## config.mk

```make
export PLATFORM = sky130hd
export DESIGN_NAME = uranus_mem
export DESIGN_NICKNAME = d
export VERILOG_FILES = /design/src/logic/axi_pkg.sv /design/src/logic/mem_bus_pkg.sv /design/src/logic/axi_bridge.sv /design/src/logic/req_arbiter.sv /design/src/logic/req_queue.sv /design/src/logic/uranus_mem.sv
export VERILOG_INCLUDE_DIRS = /design/src /design/src/logic
export SDC_FILE = /design/constraint.sdc
export NUM_CORES = 1
export LEC_CHECK = 0
export ABC_AREA = 0
export BUFFER_PORTS_ARGS = -buffer_cell sky130_fd_sc_hd__clkbuf_2
export CORE_ASPECT_RATIO = 1.1
export CORE_MARGIN = 2
export CORE_UTILIZATION = 31
export CTS_CLUSTER_SIZE = 12
export DETAILED_ROUTE_END_ITERATION = 8
export GPL_TIMING_DRIVEN = 1
export SKIP_LAST_GASP = 1
export SYNTH_ARGS = -nofsm -noshare
export SYNTH_HDL_FRONTEND = slang
export SYNTH_SLANG_ARGS = --single-unit
```

## constraint.sdc

```tcl
create_clock -name aclk -period 5.6 [get_ports aclk]
set_clock_uncertainty 0.1 [all_clocks]
set_input_delay 0 -clock aclk [delete_from_list [all_inputs] [get_ports aclk]]
set_output_delay 0 -clock aclk [all_outputs]
set_load 0.01 [all_outputs]
```

## src/logic/uranus_macros.svh

```systemverilog
`ifndef URANUS_MACROS_SVH
`define URANUS_MACROS_SVH

// at least 2 request queue entries so both clients fit
`define QUEUE_DEPTH 2

// axi transaction ids per client
`define AXI_ID_INST 4'd0
`define AXI_ID_DATA 4'd1

`endif

```

## src/logic/axi_pkg.sv

```systemverilog
package axi_pkg;

    typedef enum logic [1:0] {
        AXI_RESP_OKAY   = 2'b00,
        AXI_RESP_EXOKAY = 2'b01,
        AXI_RESP_SLVERR = 2'b10,
        AXI_RESP_DECERR = 2'b11
    } axi_resp_e;

    typedef enum logic [1:0] {
        AXI_BURST_FIXED = 2'b00,
        AXI_BURST_INCR  = 2'b01,
        AXI_BURST_WRAP  = 2'b10
    } axi_burst_e;

    // read and write address channels share one layout
    typedef struct packed {
        logic [3:0]  id;
        logic [31:0] addr;
        logic [7:0]  len;
        logic [2:0]  size;
        axi_burst_e  burst;
        logic [1:0]  lock;
        logic [3:0]  cache;
        logic [2:0]  prot;
    } axi_ax_t;

    typedef axi_ax_t axi_ar_t;
    typedef axi_ax_t axi_aw_t;

    typedef struct packed {
        logic [3:0]  id;
        logic [31:0] data;
        logic [3:0]  strb;
        logic        last;
    } axi_w_t;

    typedef struct packed {
        logic [3:0]  id;
        logic [31:0] data;
        axi_resp_e   resp;
        logic        last;
    } axi_r_t;

    typedef struct packed {
        logic [3:0] id;
        axi_resp_e  resp;
    } axi_b_t;

endpackage

```

## src/logic/mem_bus_pkg.sv

```systemverilog
package mem_bus_pkg;

    typedef enum logic [1:0] {
        MEM_SIZE_BYTE = 2'd0,
        MEM_SIZE_HALF = 2'd1,
        MEM_SIZE_WORD = 2'd2
    } mem_size_e;

    typedef enum logic {
        MEM_SRC_INST = 1'b0,
        MEM_SRC_DATA = 1'b1
    } mem_src_e;

    // wdata is already lane aligned by the client
    typedef struct packed {
        logic        wr;
        mem_size_e   size;
        logic [31:0] addr;
        logic [31:0] wdata;
    } mem_req_t;

    typedef struct packed {
        mem_src_e src;
        mem_req_t req;
    } tagged_req_t;

    typedef struct packed {
        logic [31:0] rdata;
        logic        err;
    } mem_resp_t;

    // one address word, read whole or as mips segment plus offset
    typedef union packed {
        logic [31:0] raw;
        struct packed {
            logic [2:0]  seg;
            logic [28:0] offset;
        } split;
    } vaddr_u;

endpackage

```

## src/logic/axi_bridge.sv

```systemverilog
`timescale 1ns/1ns

`include "uranus_macros.svh"

module axi_bridge
    import mem_bus_pkg::*;
    import axi_pkg::*;
(
    input  logic        aclk,
    input  logic        rst_n,

    input  logic        not_empty,
    input  tagged_req_t head,
    output logic        pop,

    output axi_ar_t     ar,
    output logic        arvalid,
    input  logic        arready,
    input  axi_r_t      r,
    input  logic        rvalid,
    output logic        rready,
    output axi_aw_t     aw,
    output logic        awvalid,
    input  logic        awready,
    output axi_w_t      w,
    output logic        wvalid,
    input  logic        wready,
    input  axi_b_t      b,
    input  logic        bvalid,
    output logic        bready,

    output logic        inst_resp_stb,
    output mem_resp_t   inst_resp,
    output logic        data_resp_stb,
    output mem_resp_t   data_resp
);

    typedef enum logic [2:0] {
        ST_IDLE,
        ST_ADDR,
        ST_RWAIT,
        ST_WWAIT,
        ST_RESP
    } state_e;

    state_e      state;
    state_e      state_nxt;
    tagged_req_t cur;
    mem_resp_t   resp_q;
    vaddr_u      vaddr;
    vaddr_u      paddr;
    axi_ax_t     ax;
    logic [3:0]  strb;
    logic        aw_done;
    logic        w_done;
    logic        aw_fire;
    logic        w_fire;

    always_comb begin
        vaddr.raw = cur.req.addr;
        paddr     = vaddr;
        // kseg0 and kseg1 are unmapped windows onto low physical memory
        if (vaddr.split.seg == 3'd4 || vaddr.split.seg == 3'd5) begin
            paddr.split.seg = 3'd0;
        end
    end

    always_comb begin
        case (cur.req.size)
            MEM_SIZE_BYTE: strb = 4'b0001 << paddr.raw[1:0];
            MEM_SIZE_HALF: strb = paddr.raw[1] ? 4'b1100 : 4'b0011;
            default:       strb = 4'b1111;
        endcase
    end

    always_comb begin
        ax.id    = (cur.src == MEM_SRC_DATA) ? `AXI_ID_DATA : `AXI_ID_INST;
        ax.addr  = paddr.raw;
        ax.len   = 8'd0;
        ax.size  = {1'b0, cur.req.size};
        ax.burst = AXI_BURST_INCR;
        ax.lock  = 2'b00;
        ax.cache = 4'b0000;
        ax.prot  = 3'b000;
    end

    assign ar = ax;
    assign aw = ax;
    assign w  = '{id: ax.id, data: cur.req.wdata, strb: strb, last: 1'b1};

    assign pop     = (state == ST_IDLE) && not_empty;
    assign arvalid = (state == ST_ADDR) && !cur.req.wr;
    assign awvalid = (state == ST_ADDR) && cur.req.wr && !aw_done;
    assign wvalid  = (state == ST_ADDR) && cur.req.wr && !w_done;
    assign rready  = (state == ST_RWAIT);
    assign bready  = (state == ST_WWAIT);
    assign aw_fire = awvalid && awready;
    assign w_fire  = wvalid && wready;

    always_comb begin
        state_nxt = state;
        case (state)
            ST_IDLE: begin
                if (not_empty) begin
                    state_nxt = ST_ADDR;
                end
            end
            ST_ADDR: begin
                if (!cur.req.wr) begin
                    if (arready) begin
                        state_nxt = ST_RWAIT;
                    end
                end else if ((aw_done || aw_fire) && (w_done || w_fire)) begin
                    state_nxt = ST_WWAIT;
                end
            end
            ST_RWAIT: begin
                if (rvalid) begin
                    state_nxt = ST_RESP;
                end
            end
            ST_WWAIT: begin
                if (bvalid) begin
                    state_nxt = ST_RESP;
                end
            end
            default: state_nxt = ST_IDLE;
        endcase
    end

    always_ff @(posedge aclk or negedge rst_n) begin
        if (!rst_n) begin
            state   <= ST_IDLE;
            aw_done <= 1'b0;
            w_done  <= 1'b0;
        end else begin
            state <= state_nxt;
            // aw and w may be accepted in either order
            aw_done <= (state == ST_ADDR) && (state_nxt == ST_ADDR) && (aw_done || aw_fire);
            w_done  <= (state == ST_ADDR) && (state_nxt == ST_ADDR) && (w_done || w_fire);
        end
    end

    always_ff @(posedge aclk) begin
        if (pop) begin
            cur <= head;
        end
        if (rvalid && rready) begin
            resp_q.rdata <= r.data;
            resp_q.err   <= (r.resp != AXI_RESP_OKAY);
        end else if (bvalid && bready) begin
            resp_q.rdata <= '0;
            resp_q.err   <= (b.resp != AXI_RESP_OKAY);
        end
    end

    assign inst_resp_stb = (state == ST_RESP) && (cur.src == MEM_SRC_INST);
    assign data_resp_stb = (state == ST_RESP) && (cur.src == MEM_SRC_DATA);
    assign inst_resp     = resp_q;
    assign data_resp     = resp_q;

endmodule

```

## src/logic/req_arbiter.sv

```systemverilog
`timescale 1ns/1ns

module req_arbiter
    import mem_bus_pkg::*;
(
    input  logic        aclk,
    input  logic        rst_n,

    input  logic        inst_req_stb,
    input  mem_req_t    inst_req,
    input  logic        data_req_stb,
    input  mem_req_t    data_req,

    output logic        push,
    output tagged_req_t push_req
);

    logic     pend_vld;
    mem_req_t pend_req;

    always_ff @(posedge aclk or negedge rst_n) begin
        if (!rst_n) begin
            push     <= 1'b0;
            pend_vld <= 1'b0;
        end else begin
            push <= data_req_stb | inst_req_stb | pend_vld;
            if (data_req_stb) begin
                // inst lost the tie and waits one cycle in the pending slot
                pend_vld <= inst_req_stb;
            end else if (pend_vld) begin
                pend_vld <= 1'b0;
            end
        end
    end

    always_ff @(posedge aclk) begin
        if (data_req_stb) begin
            push_req.src <= MEM_SRC_DATA;
            push_req.req <= data_req;
            if (inst_req_stb) begin
                pend_req <= inst_req;
            end
        end else if (pend_vld) begin
            push_req.src <= MEM_SRC_INST;
            push_req.req <= pend_req;
        end else if (inst_req_stb) begin
            push_req.src <= MEM_SRC_INST;
            push_req.req <= inst_req;
        end
    end

endmodule

```

## src/logic/req_queue.sv

```systemverilog
`timescale 1ns/1ns

`include "uranus_macros.svh"

module req_queue
    import mem_bus_pkg::*;
(
    input  logic        aclk,
    input  logic        rst_n,

    input  logic        push,
    input  tagged_req_t push_req,

    input  logic        pop,
    output logic        not_empty,
    output tagged_req_t head
);

    localparam int DEPTH = `QUEUE_DEPTH;
    localparam int PTR_W = $clog2(DEPTH);
    localparam int CNT_W = $clog2(DEPTH + 1);

    tagged_req_t        mem [DEPTH];
    logic [PTR_W-1:0]   wr_ptr;
    logic [PTR_W-1:0]   rd_ptr;
    logic [CNT_W-1:0]   count;
    logic               full;
    logic               do_push;
    logic               do_pop;

    assign full      = (count == CNT_W'(DEPTH));
    assign not_empty = (count != '0);
    assign do_push   = push && !full;
    assign do_pop    = pop && not_empty;
    assign head      = mem[rd_ptr];

    always_ff @(posedge aclk or negedge rst_n) begin
        if (!rst_n) begin
            wr_ptr <= '0;
            rd_ptr <= '0;
            count  <= '0;
        end else begin
            if (do_push) begin
                wr_ptr <= (wr_ptr == PTR_W'(DEPTH - 1)) ? '0 : wr_ptr + 1'b1;
            end
            if (do_pop) begin
                rd_ptr <= (rd_ptr == PTR_W'(DEPTH - 1)) ? '0 : rd_ptr + 1'b1;
            end
            if (do_push && !do_pop) begin
                count <= count + 1'b1;
            end else if (do_pop && !do_push) begin
                count <= count - 1'b1;
            end
        end
    end

    always_ff @(posedge aclk) begin
        if (do_push) begin
            mem[wr_ptr] <= push_req;
        end
    end

endmodule

```

## src/logic/uranus_mem.sv

```systemverilog
`timescale 1ns/1ns

module uranus_mem
    import mem_bus_pkg::*;
    import axi_pkg::*;
(
    input  logic      aclk,
    input  logic      rst_n,

    input  logic      inst_req_stb,
    input  mem_req_t  inst_req,
    output logic      inst_resp_stb,
    output mem_resp_t inst_resp,

    input  logic      data_req_stb,
    input  mem_req_t  data_req,
    output logic      data_resp_stb,
    output mem_resp_t data_resp,

    output axi_ar_t   ar,
    output logic      arvalid,
    input  logic      arready,
    input  axi_r_t    r,
    input  logic      rvalid,
    output logic      rready,
    output axi_aw_t   aw,
    output logic      awvalid,
    input  logic      awready,
    output axi_w_t    w,
    output logic      wvalid,
    input  logic      wready,
    input  axi_b_t    b,
    input  logic      bvalid,
    output logic      bready
);

    logic        push;
    tagged_req_t push_req;
    logic        not_empty;
    tagged_req_t head;
    logic        pop;

    req_arbiter u_arbiter (
        .aclk         (aclk),
        .rst_n        (rst_n),
        .inst_req_stb (inst_req_stb),
        .inst_req     (inst_req),
        .data_req_stb (data_req_stb),
        .data_req     (data_req),
        .push         (push),
        .push_req     (push_req)
    );

    req_queue u_queue (
        .aclk      (aclk),
        .rst_n     (rst_n),
        .push      (push),
        .push_req  (push_req),
        .pop       (pop),
        .not_empty (not_empty),
        .head      (head)
    );

    axi_bridge u_bridge (
        .aclk          (aclk),
        .rst_n         (rst_n),
        .not_empty     (not_empty),
        .head          (head),
        .pop           (pop),
        .ar            (ar),
        .arvalid       (arvalid),
        .arready       (arready),
        .r             (r),
        .rvalid        (rvalid),
        .rready        (rready),
        .aw            (aw),
        .awvalid       (awvalid),
        .awready       (awready),
        .w             (w),
        .wvalid        (wvalid),
        .wready        (wready),
        .b             (b),
        .bvalid        (bvalid),
        .bready        (bready),
        .inst_resp_stb (inst_resp_stb),
        .inst_resp     (inst_resp),
        .data_resp_stb (data_resp_stb),
        .data_resp     (data_resp)
    );

endmodule

```

==> impl_metrics.tcl, run 1 <==
set metrics [dict create \
    die_w_um 218.2 \
    outcome "complete, no violations" \
    initial_utilization_pct 31.28 \
    timing.rr.end "u_queue.mem[0][44]" \
    startpoint_type "register" \
    ys_seq_area_share_pct 73.07 \
    cap_violations 0 \
    clockBufferDepth 3 \
    dp.cells 1829 \
    finalWirelength_um 35850 \
    grt.overflow.total 0 \
    drive_gt1_share_pct 34.44 \
    synthAdderAreaFrac_pct 0.07995 \
    synth_compound_area_share_pct 3.006 \
    vdd_drop_max_mv 0.2763 \
    whs_path_depth 2 \
    wl_per_cell_um 16.99 \
    worstSetupPathType "reg -> reg" \
    yosys_warnings 0 \
    r2r_start "u_queue.count[1]" \
    finalSetupTns_ns 0 \
    grt_pass1_wl_um 52300 \
    clock_latency_ns 0.56 \
    dp_hpwl_um 21790 \
    fp.dieArea_um2 52300 \
    antenna_left 0 \
    worstPathRequired_ns 5.69 \
    end_kind "register" \
    cts-resized-gates 0 \
    finalNonFillerCells 2110 \
    timing_max_transition_violations_final 0 \
    htree_levels 2 \
    cp_max_fo 37 \
    post_cts_buffers 0 \
    relSlewSlack_pct 23.89 \
    synth_cell_types 33 \
    hold_slack_ns 0.004552 \
    synth_mux_area_share_pct 9.178 \
    period_share_pct 51.87 \
    first_pass_iters 6 \
    yosys-top-cells-area "edfxtp_1 (71%), buf_4 (9.1%), mux2_2 (4.9%)" \
    grt_pass1_vias 9261 \
    core_area_um2 50040 \
    cts.sinks 383 \
    worst_pin_slew_ns 1.139 \
    area_growth_pct 30.12 \
    drc 0 \
    power.leakage_nw 7.997 \
    r2r_cells 4 \
    cp.arrival_ns 3.00 \
    netlist_area_um2 15650 \
    finalCriticalPeriod_ns 2.905 \
    grt_max_degree 72 \
    clkTransAtPathRegs_ns 0.06 \
    clock.fmax_ghz 0.3443 \
    setup_viol 0 \
    root_buffer "clkbuf_16" \
    syn_avg_cell_area_um2 16.07 \
    yosysTopAreaCell "edfxtp_1" \
    gp_congestion 0.7609 \
    cts_tree "yes" \
    drt-vias-per-instance 4.228 \
    finalHoldViolCount 0 \
    die_y_um 239.7 \
    port_buffers 358 \
    rsz0062_at_grt "no" \
    row_count 86 \
    mostFrequentLayoutCells "edfxtp_1 (371), clkbuf_2 (357), dlygate4sd3_1 (210), o21ai_0 (73), nand2_1 (73)" \
    synth_xor_area_share_pct 0.2798 \
    rrSetupSlack_ns 2.70 \
    syn_inst 974 \
    synth_top_family_by_area "buffers and inverters" \
    place_ws_ns 2.551 \
    num_vias 8921 \
    ys_ff_latch 383 \
    p_per_area_nw_per_um2 463.0 \
    drtIter0Drc 500 \
    nets 1613 \
    grtUsageTotal_pct 13.32 \
    hold_start "data_req_stb" \
    holdPathEnd "u_arbiter.push_req[3]" \
    netlist.area_leader.share_pct 71.19 \
    io_pins 418 \
    yosys.area_share.simple_pct 3.989 \
    hold_path.class "in -> reg" \
    antenna_found_initial 1 \
    layout_commonest_cell "edfxtp_1" \
    setup_ws_ns 2.695 \
    cts-buffers-inserted 43 \
]
## stage by stage
stage / power (mW) / utilization [%] / cell area, um2
after floorplan: 6.271 / - / 15830
after global placement: 6.706 / 33.90 / 16960
after detailed placement: 6.772 / 33.90 / 16960
after CTS: 9.611 / 40.69 / 20360
after global routing: 9.942 / 40.70 / 20360
final: 9.428 / 40.70 / 20360
## worst max path at each step
stage	start	depth (start not counted)	slack [ns]	to
finish	u_queue.count[1]	4	2.70	u_queue.mem[0][44]
global route	u_queue.count[1]	4	2.40	u_queue.mem[0][35]
CTS	u_queue.count[1]	4	2.54	u_queue.mem[0][47]
detailed placement	u_queue.count[1]	4	2.55	u_queue.mem[0][62]
global placement	u_queue.count[1]	4	2.61	u_queue.mem[1][62]
floorplan	u_queue.count[1]	3	1.51	u_queue.mem[0][0]
## what timing repair did
action	4_1_cts	5_1_grt
hold buffers	210	0
setup endpoints to repair	0	0
hold endpoints to repair	184	0
## cell usage after synthesis (all sizes together)
master,number
nor3,2
or3,1
o21ai,73
buf,208
a31oi,1
a21oi,3
nor2,15
conb,2
or4b,1
dfrtp,11
ha,1
clkbuf,11
nor4bb,1
o21a,1
o211ai,1
inv,7
and2,35
a21boi,1
dfxtp,1
xnor2,4
nor2b,4
edfxtp,371
mux2i,67
and3,1
xor2,1
mux2,68
o221ai,1
nand2,73
nor3b,1
a21o,3
o21bai,4
## logic make-up (layout without fill, tap and decap cells)
group           after synthesis  count (layout)
compound gates               88              88
xor+xnor                      5               5
buf+inv                     226             653
fa+ha+maj                     1               1
flops                       383             383
other cells                   2              51
mux                         135             135
simple gates                134             134
## sequential cells by signal (all words and copies together) (netlist names), 2 cells and up
| name | count |
|---|---|
| u_queue.mem | 136 |
| u_bridge.w | 32 |
| u_queue.count | 2 |
| u_bridge.data_resp | 33 |
| u_bridge.ar | 2 |
| u_bridge.state | 3 |
| u_arbiter.push_req | 68 |
| u_arbiter.pend_req | 67 |
| u_bridge.vaddr | 32 |
| u_bridge.cur | 2 |
## power breakdown
part           total (mW)  leakage [nW]  internal (mW)  switching, mW
Clock                2.66         0.636           1.54           1.12
Combinational        2.09          3.61          0.882           1.20
Sequential           4.68          3.75           4.23          0.455
Total                9.43          8.00           6.65           2.78
## per-layer routing
layer | global-route usage, % | up-vias | wire (um)
met5 | 0 | - | 0
li1 | - | 4209 | -
met3 | 3.073 | 71 | 1802
met1 | 14.48 | 4327 | 13990
met2 | 24.71 | 314 | 18830
met4 | 5.566 | 0 | 1225
## cell type report
| class | instances | area [um2] |
|---|---|---|
| Fill cell | 4607 | 29670 |
| Sequential cell | 383 | 11440 |
| Timing Repair Buffer | 576 | 3956 |
| Multi-Input combinational cell | 413 | 2813 |
| Clock buffer | 49 | 1099 |
| Tap cell | 660 | 825.8 |
| Clock inverter | 21 | 196.4 |
| Inverter | 7 | 27.53 |
| Antenna cell | 1 | 2.502 |
## worst max-delay path: stages (launching register included)
cell and delay (ns):
dfrtp_1 0.39, inv_1 0.09, o21ai_0 0.32, nor2_4 0.93, buf_4 0.62
Note: power is estimated with default switching activity, not from simulation.
==> inputs of run 2 (changes only) <==
--- a/config.mk
+++ b/config.mk
@@ -6,7 +6,7 @@
 export SDC_FILE = /design/constraint.sdc
 export NUM_CORES = 1
 export LEC_CHECK = 0
-export ABC_AREA = 0
+export ABC_AREA = 1
 export BUFFER_PORTS_ARGS = -buffer_cell sky130_fd_sc_hd__clkbuf_2
 export CORE_ASPECT_RATIO = 1.1
 export CORE_MARGIN = 2
==> constraint.sdc (replaced) <==
create_clock -name aclk -period 2.6 [get_ports aclk]
set_clock_uncertainty 0.1 [all_clocks]
set_input_delay 0 -clock aclk [delete_from_list [all_inputs] [get_ports aclk]]
set_output_delay 0 -clock aclk [all_outputs]
set_load 0.01 [all_outputs]
==> impl_metrics.tcl, run 2 <==
set metrics [dict create \
    drc 0 \
    cts_tree "yes" \
    cts.sinks 383 \
    yosys-top-cells-area "edfxtp_1 (71%), buf_4 (8.9%), nand2_1 (6.9%)" \
    rsz0062_at_grt "no" \
    netlist.area_leader.share_pct 71.18 \
    die_y_um 239.7 \
    mostFrequentLayoutCells "edfxtp_1 (371), clkbuf_2 (357), nand2_1 (289), dlygate4sd3_1 (224), a21oi_1 (136)" \
    clkTransAtPathRegs_ns 0.06 \
    netlist_area_um2 15650 \
    hold_slack_ns 0.07911 \
    relSlewSlack_pct 40.37 \
    setup_ws_ns 0.4136 \
    crit_buf_inv 2 \
    vdd_drop_max_mv 0.6749 \
    area_growth_pct 31.49 \
    worst_path_max_delay_cell "dlygate4sd3_1" \
    timing_max_transition_violations_final 0 \
    io_pins 418 \
    root_buffer "clkbuf_16" \
    worst_pin_slew_ns 0.8945 \
    num_vias 10280 \
    antenna_left 0 \
    htree_levels 2 \
    synth_cell_types 26 \
    cp_max_fo 35 \
    setup_viol 0 \
    grt_max_degree 71 \
    core_area_um2 50040 \
    worstSetupPathType "reg -> reg" \
    power_mw 20.54 \
    drive_gt1_share_pct 25.85 \
    finalSetupTns_ns 0 \
    postCtsHoldBufs 224 \
    ys.flop_type "edfxtp_1" \
    fp.dieArea_um2 52300 \
    row_count 86 \
    ys_ff_latch 383 \
    wl_per_cell_um 16.68 \
    die_w_um 218.2 \
    initial_utilization_pct 31.28 \
    clock_latency_ns 0.55 \
    cts-buffers-inserted 42 \
    syn_avg_cell_area_um2 12.58 \
    finalNonFillerCells 2391 \
    finalHoldViolCount 0 \
    post_cts_buffers 0 \
    p_per_area_nw_per_um2 998.2 \
    nets 1895 \
    grt.overflow.total 0 \
    clockBufferDepth 3 \
    largest_reg_flops 136 \
    ys_seq_area_share_pct 73.07 \
    yosysMostFrequentCell "edfxtp_1" \
    grt_pass1_wl_um 58860 \
    cpMostUsedCell "o21ai_0" \
    worstPathRequired_ns 2.78 \
    netlist_top_cells_count "edfxtp_1 (371), nand2_1 (289), buf_4 (186), a21oi_1 (136), nor2_1 (119)" \
    first_pass_iters 5 \
    synth-async-reset-ratio_pct 2.872 \
    antenna_found_initial 3 \
    yosys_warnings 0 \
    dp.cells 2098 \
    fin_util_pct 41.13 \
    nFillCells 4572 \
    cap_violations 0 \
    dpl_cell_area_um2 17090 \
    port_buffers 358 \
    place_ws_ns 0.5001 \
    final_area_um2 20580 \
    top_register "u_queue.mem" \
    power.leakage_nw 8.781 \
    syn_inst 1244 \
    startpoint_type "register" \
    cts-resized-gates 0 \
    drt-vias-per-instance 4.300 \
    grtUsageTotal_pct 14.89 \
    drtIter0Drc 573 \
    end_kind "register" \
    yosysTopAreaCell "edfxtp_1" \
    critPathTopFamily "buffers and inverters" \
    grt_pass1_vias 10550 \
    outcome "complete, no violations" \
    dp_hpwl_um 23400 \
    gp_congestion 0.7833 \
    finalCriticalPeriod_ns 2.186 \
    synth_edf_count 371 \
    crit_chain "nor3_4, nand2_2, buf_4, o21ai_0, dlygate4sd3_1, o21ai_0" \
    clock.fmax_ghz 0.4574 \
    top_regs "u_queue.mem: 136 flops, u_arbiter.push_req: 68 flops, u_arbiter.pend_req: 67 flops" \
    slowest_delay_ns 0.57 \
    cp.arrival_ns 2.36 \
    hold_path.class "in -> reg" \
    layout_commonest_cell "edfxtp_1" \
    finalWirelength_um 39890 \
    period_share_pct 84.09 \
]
[run 2: cell count changes in the layout (fill, tap and decap cells not counted), moves of 8 or more]
| cell | before | now |
|---|---|---|
| buf_4 | 9 | 17 |
| a21oi_1 | 3 | 136 |
| nand2_1 | 73 | 289 |
| and2_1 | 34 | 0 |
| mux2_2 | 68 | 0 |
| nor2_1 | 13 | 116 |
| dlygate4sd3_1 | 210 | 224 |
| mux2i_1 | 67 | 0 |
| o21ai_0 | 73 | 8 |
| inv_1 | 6 | 55 |
[run 2: path summary, 6_finish.rpt]
check	start	depth (start not counted)	slack [ns]	end
worst max register to register	u_bridge.state[0]	6	0.41	u_bridge.data_resp[0]
worst max-delay path	u_bridge.state[0]	6	0.41	u_bridge.data_resp[0]
max in group asynchronous	rst_n	3	1.32	u_arbiter.pend_vld
worst min-delay path	data_req_stb	4	0.08	u_arbiter.push_req[10]
worst min register to register	u_arbiter.push_req[44]	0	0.34	u_queue.mem[1][44]
min in group asynchronous	rst_n	3	0.54	u_bridge.state[1]
[run 2: cell families after synthesis]
logic type / Yosys count / share of synthesized area (%)
flops: 383 / 73.07
buf+inv: 292 / 11.74
fa+ha+maj: 1 / 0.07993
xor+xnor: 3 / 0.1679
simple gates: 417 / 10.22
compound gates: 146 / 4.685
other cells: 2 / 0.04798
[run 2: metal layers]
layer	vias to the layer above	track usage [%]	wire (um)
met3	79	3.302	2414
met1	4888	17.42	15610
met2	412	26.20	20510
met5	-	0	13
met4	2	6.329	1344
li1	4901	-	-
[run 2: layout make-up]
| class | count | area [um2] | area share, % |
|---|---|---|---|
| multi-input cells | 617 | 2594 | 12.60 |
| inverters | 60 | 230.2 | 1.119 |
| clock buffers | 51 | 1106 | 5.375 |
| repair buffers | 602 | 4237 | 20.59 |
| flip-flops and latches | 383 | 11440 | 55.61 |
| clock inverters | 16 | 138.9 | 0.6749 |
| diodes | 2 | 5.005 | 0.02432 |
| well taps | 660 | 825.8 | 4.013 |
[run 2: worst register-to-register path: cells and delay by family, from the launching register on]
| family | cells | cell delay [ns] |
|---|---|---|
| flops | 1 | 0.43 |
| simple gates | 2 | 0.33 |
| buf+inv | 2 | 0.83 |
| compound gates | 2 | 0.22 |
[run 2: where the power goes]
part | leakage, nW | total [mW] | switching (mW) | internal, mW
Combinational | 4.48 | 5.14 | 3.40 | 1.74
Sequential | 3.69 | 9.85 | 0.717 | 9.14
Clock | 0.612 | 5.55 | 2.35 | 3.20
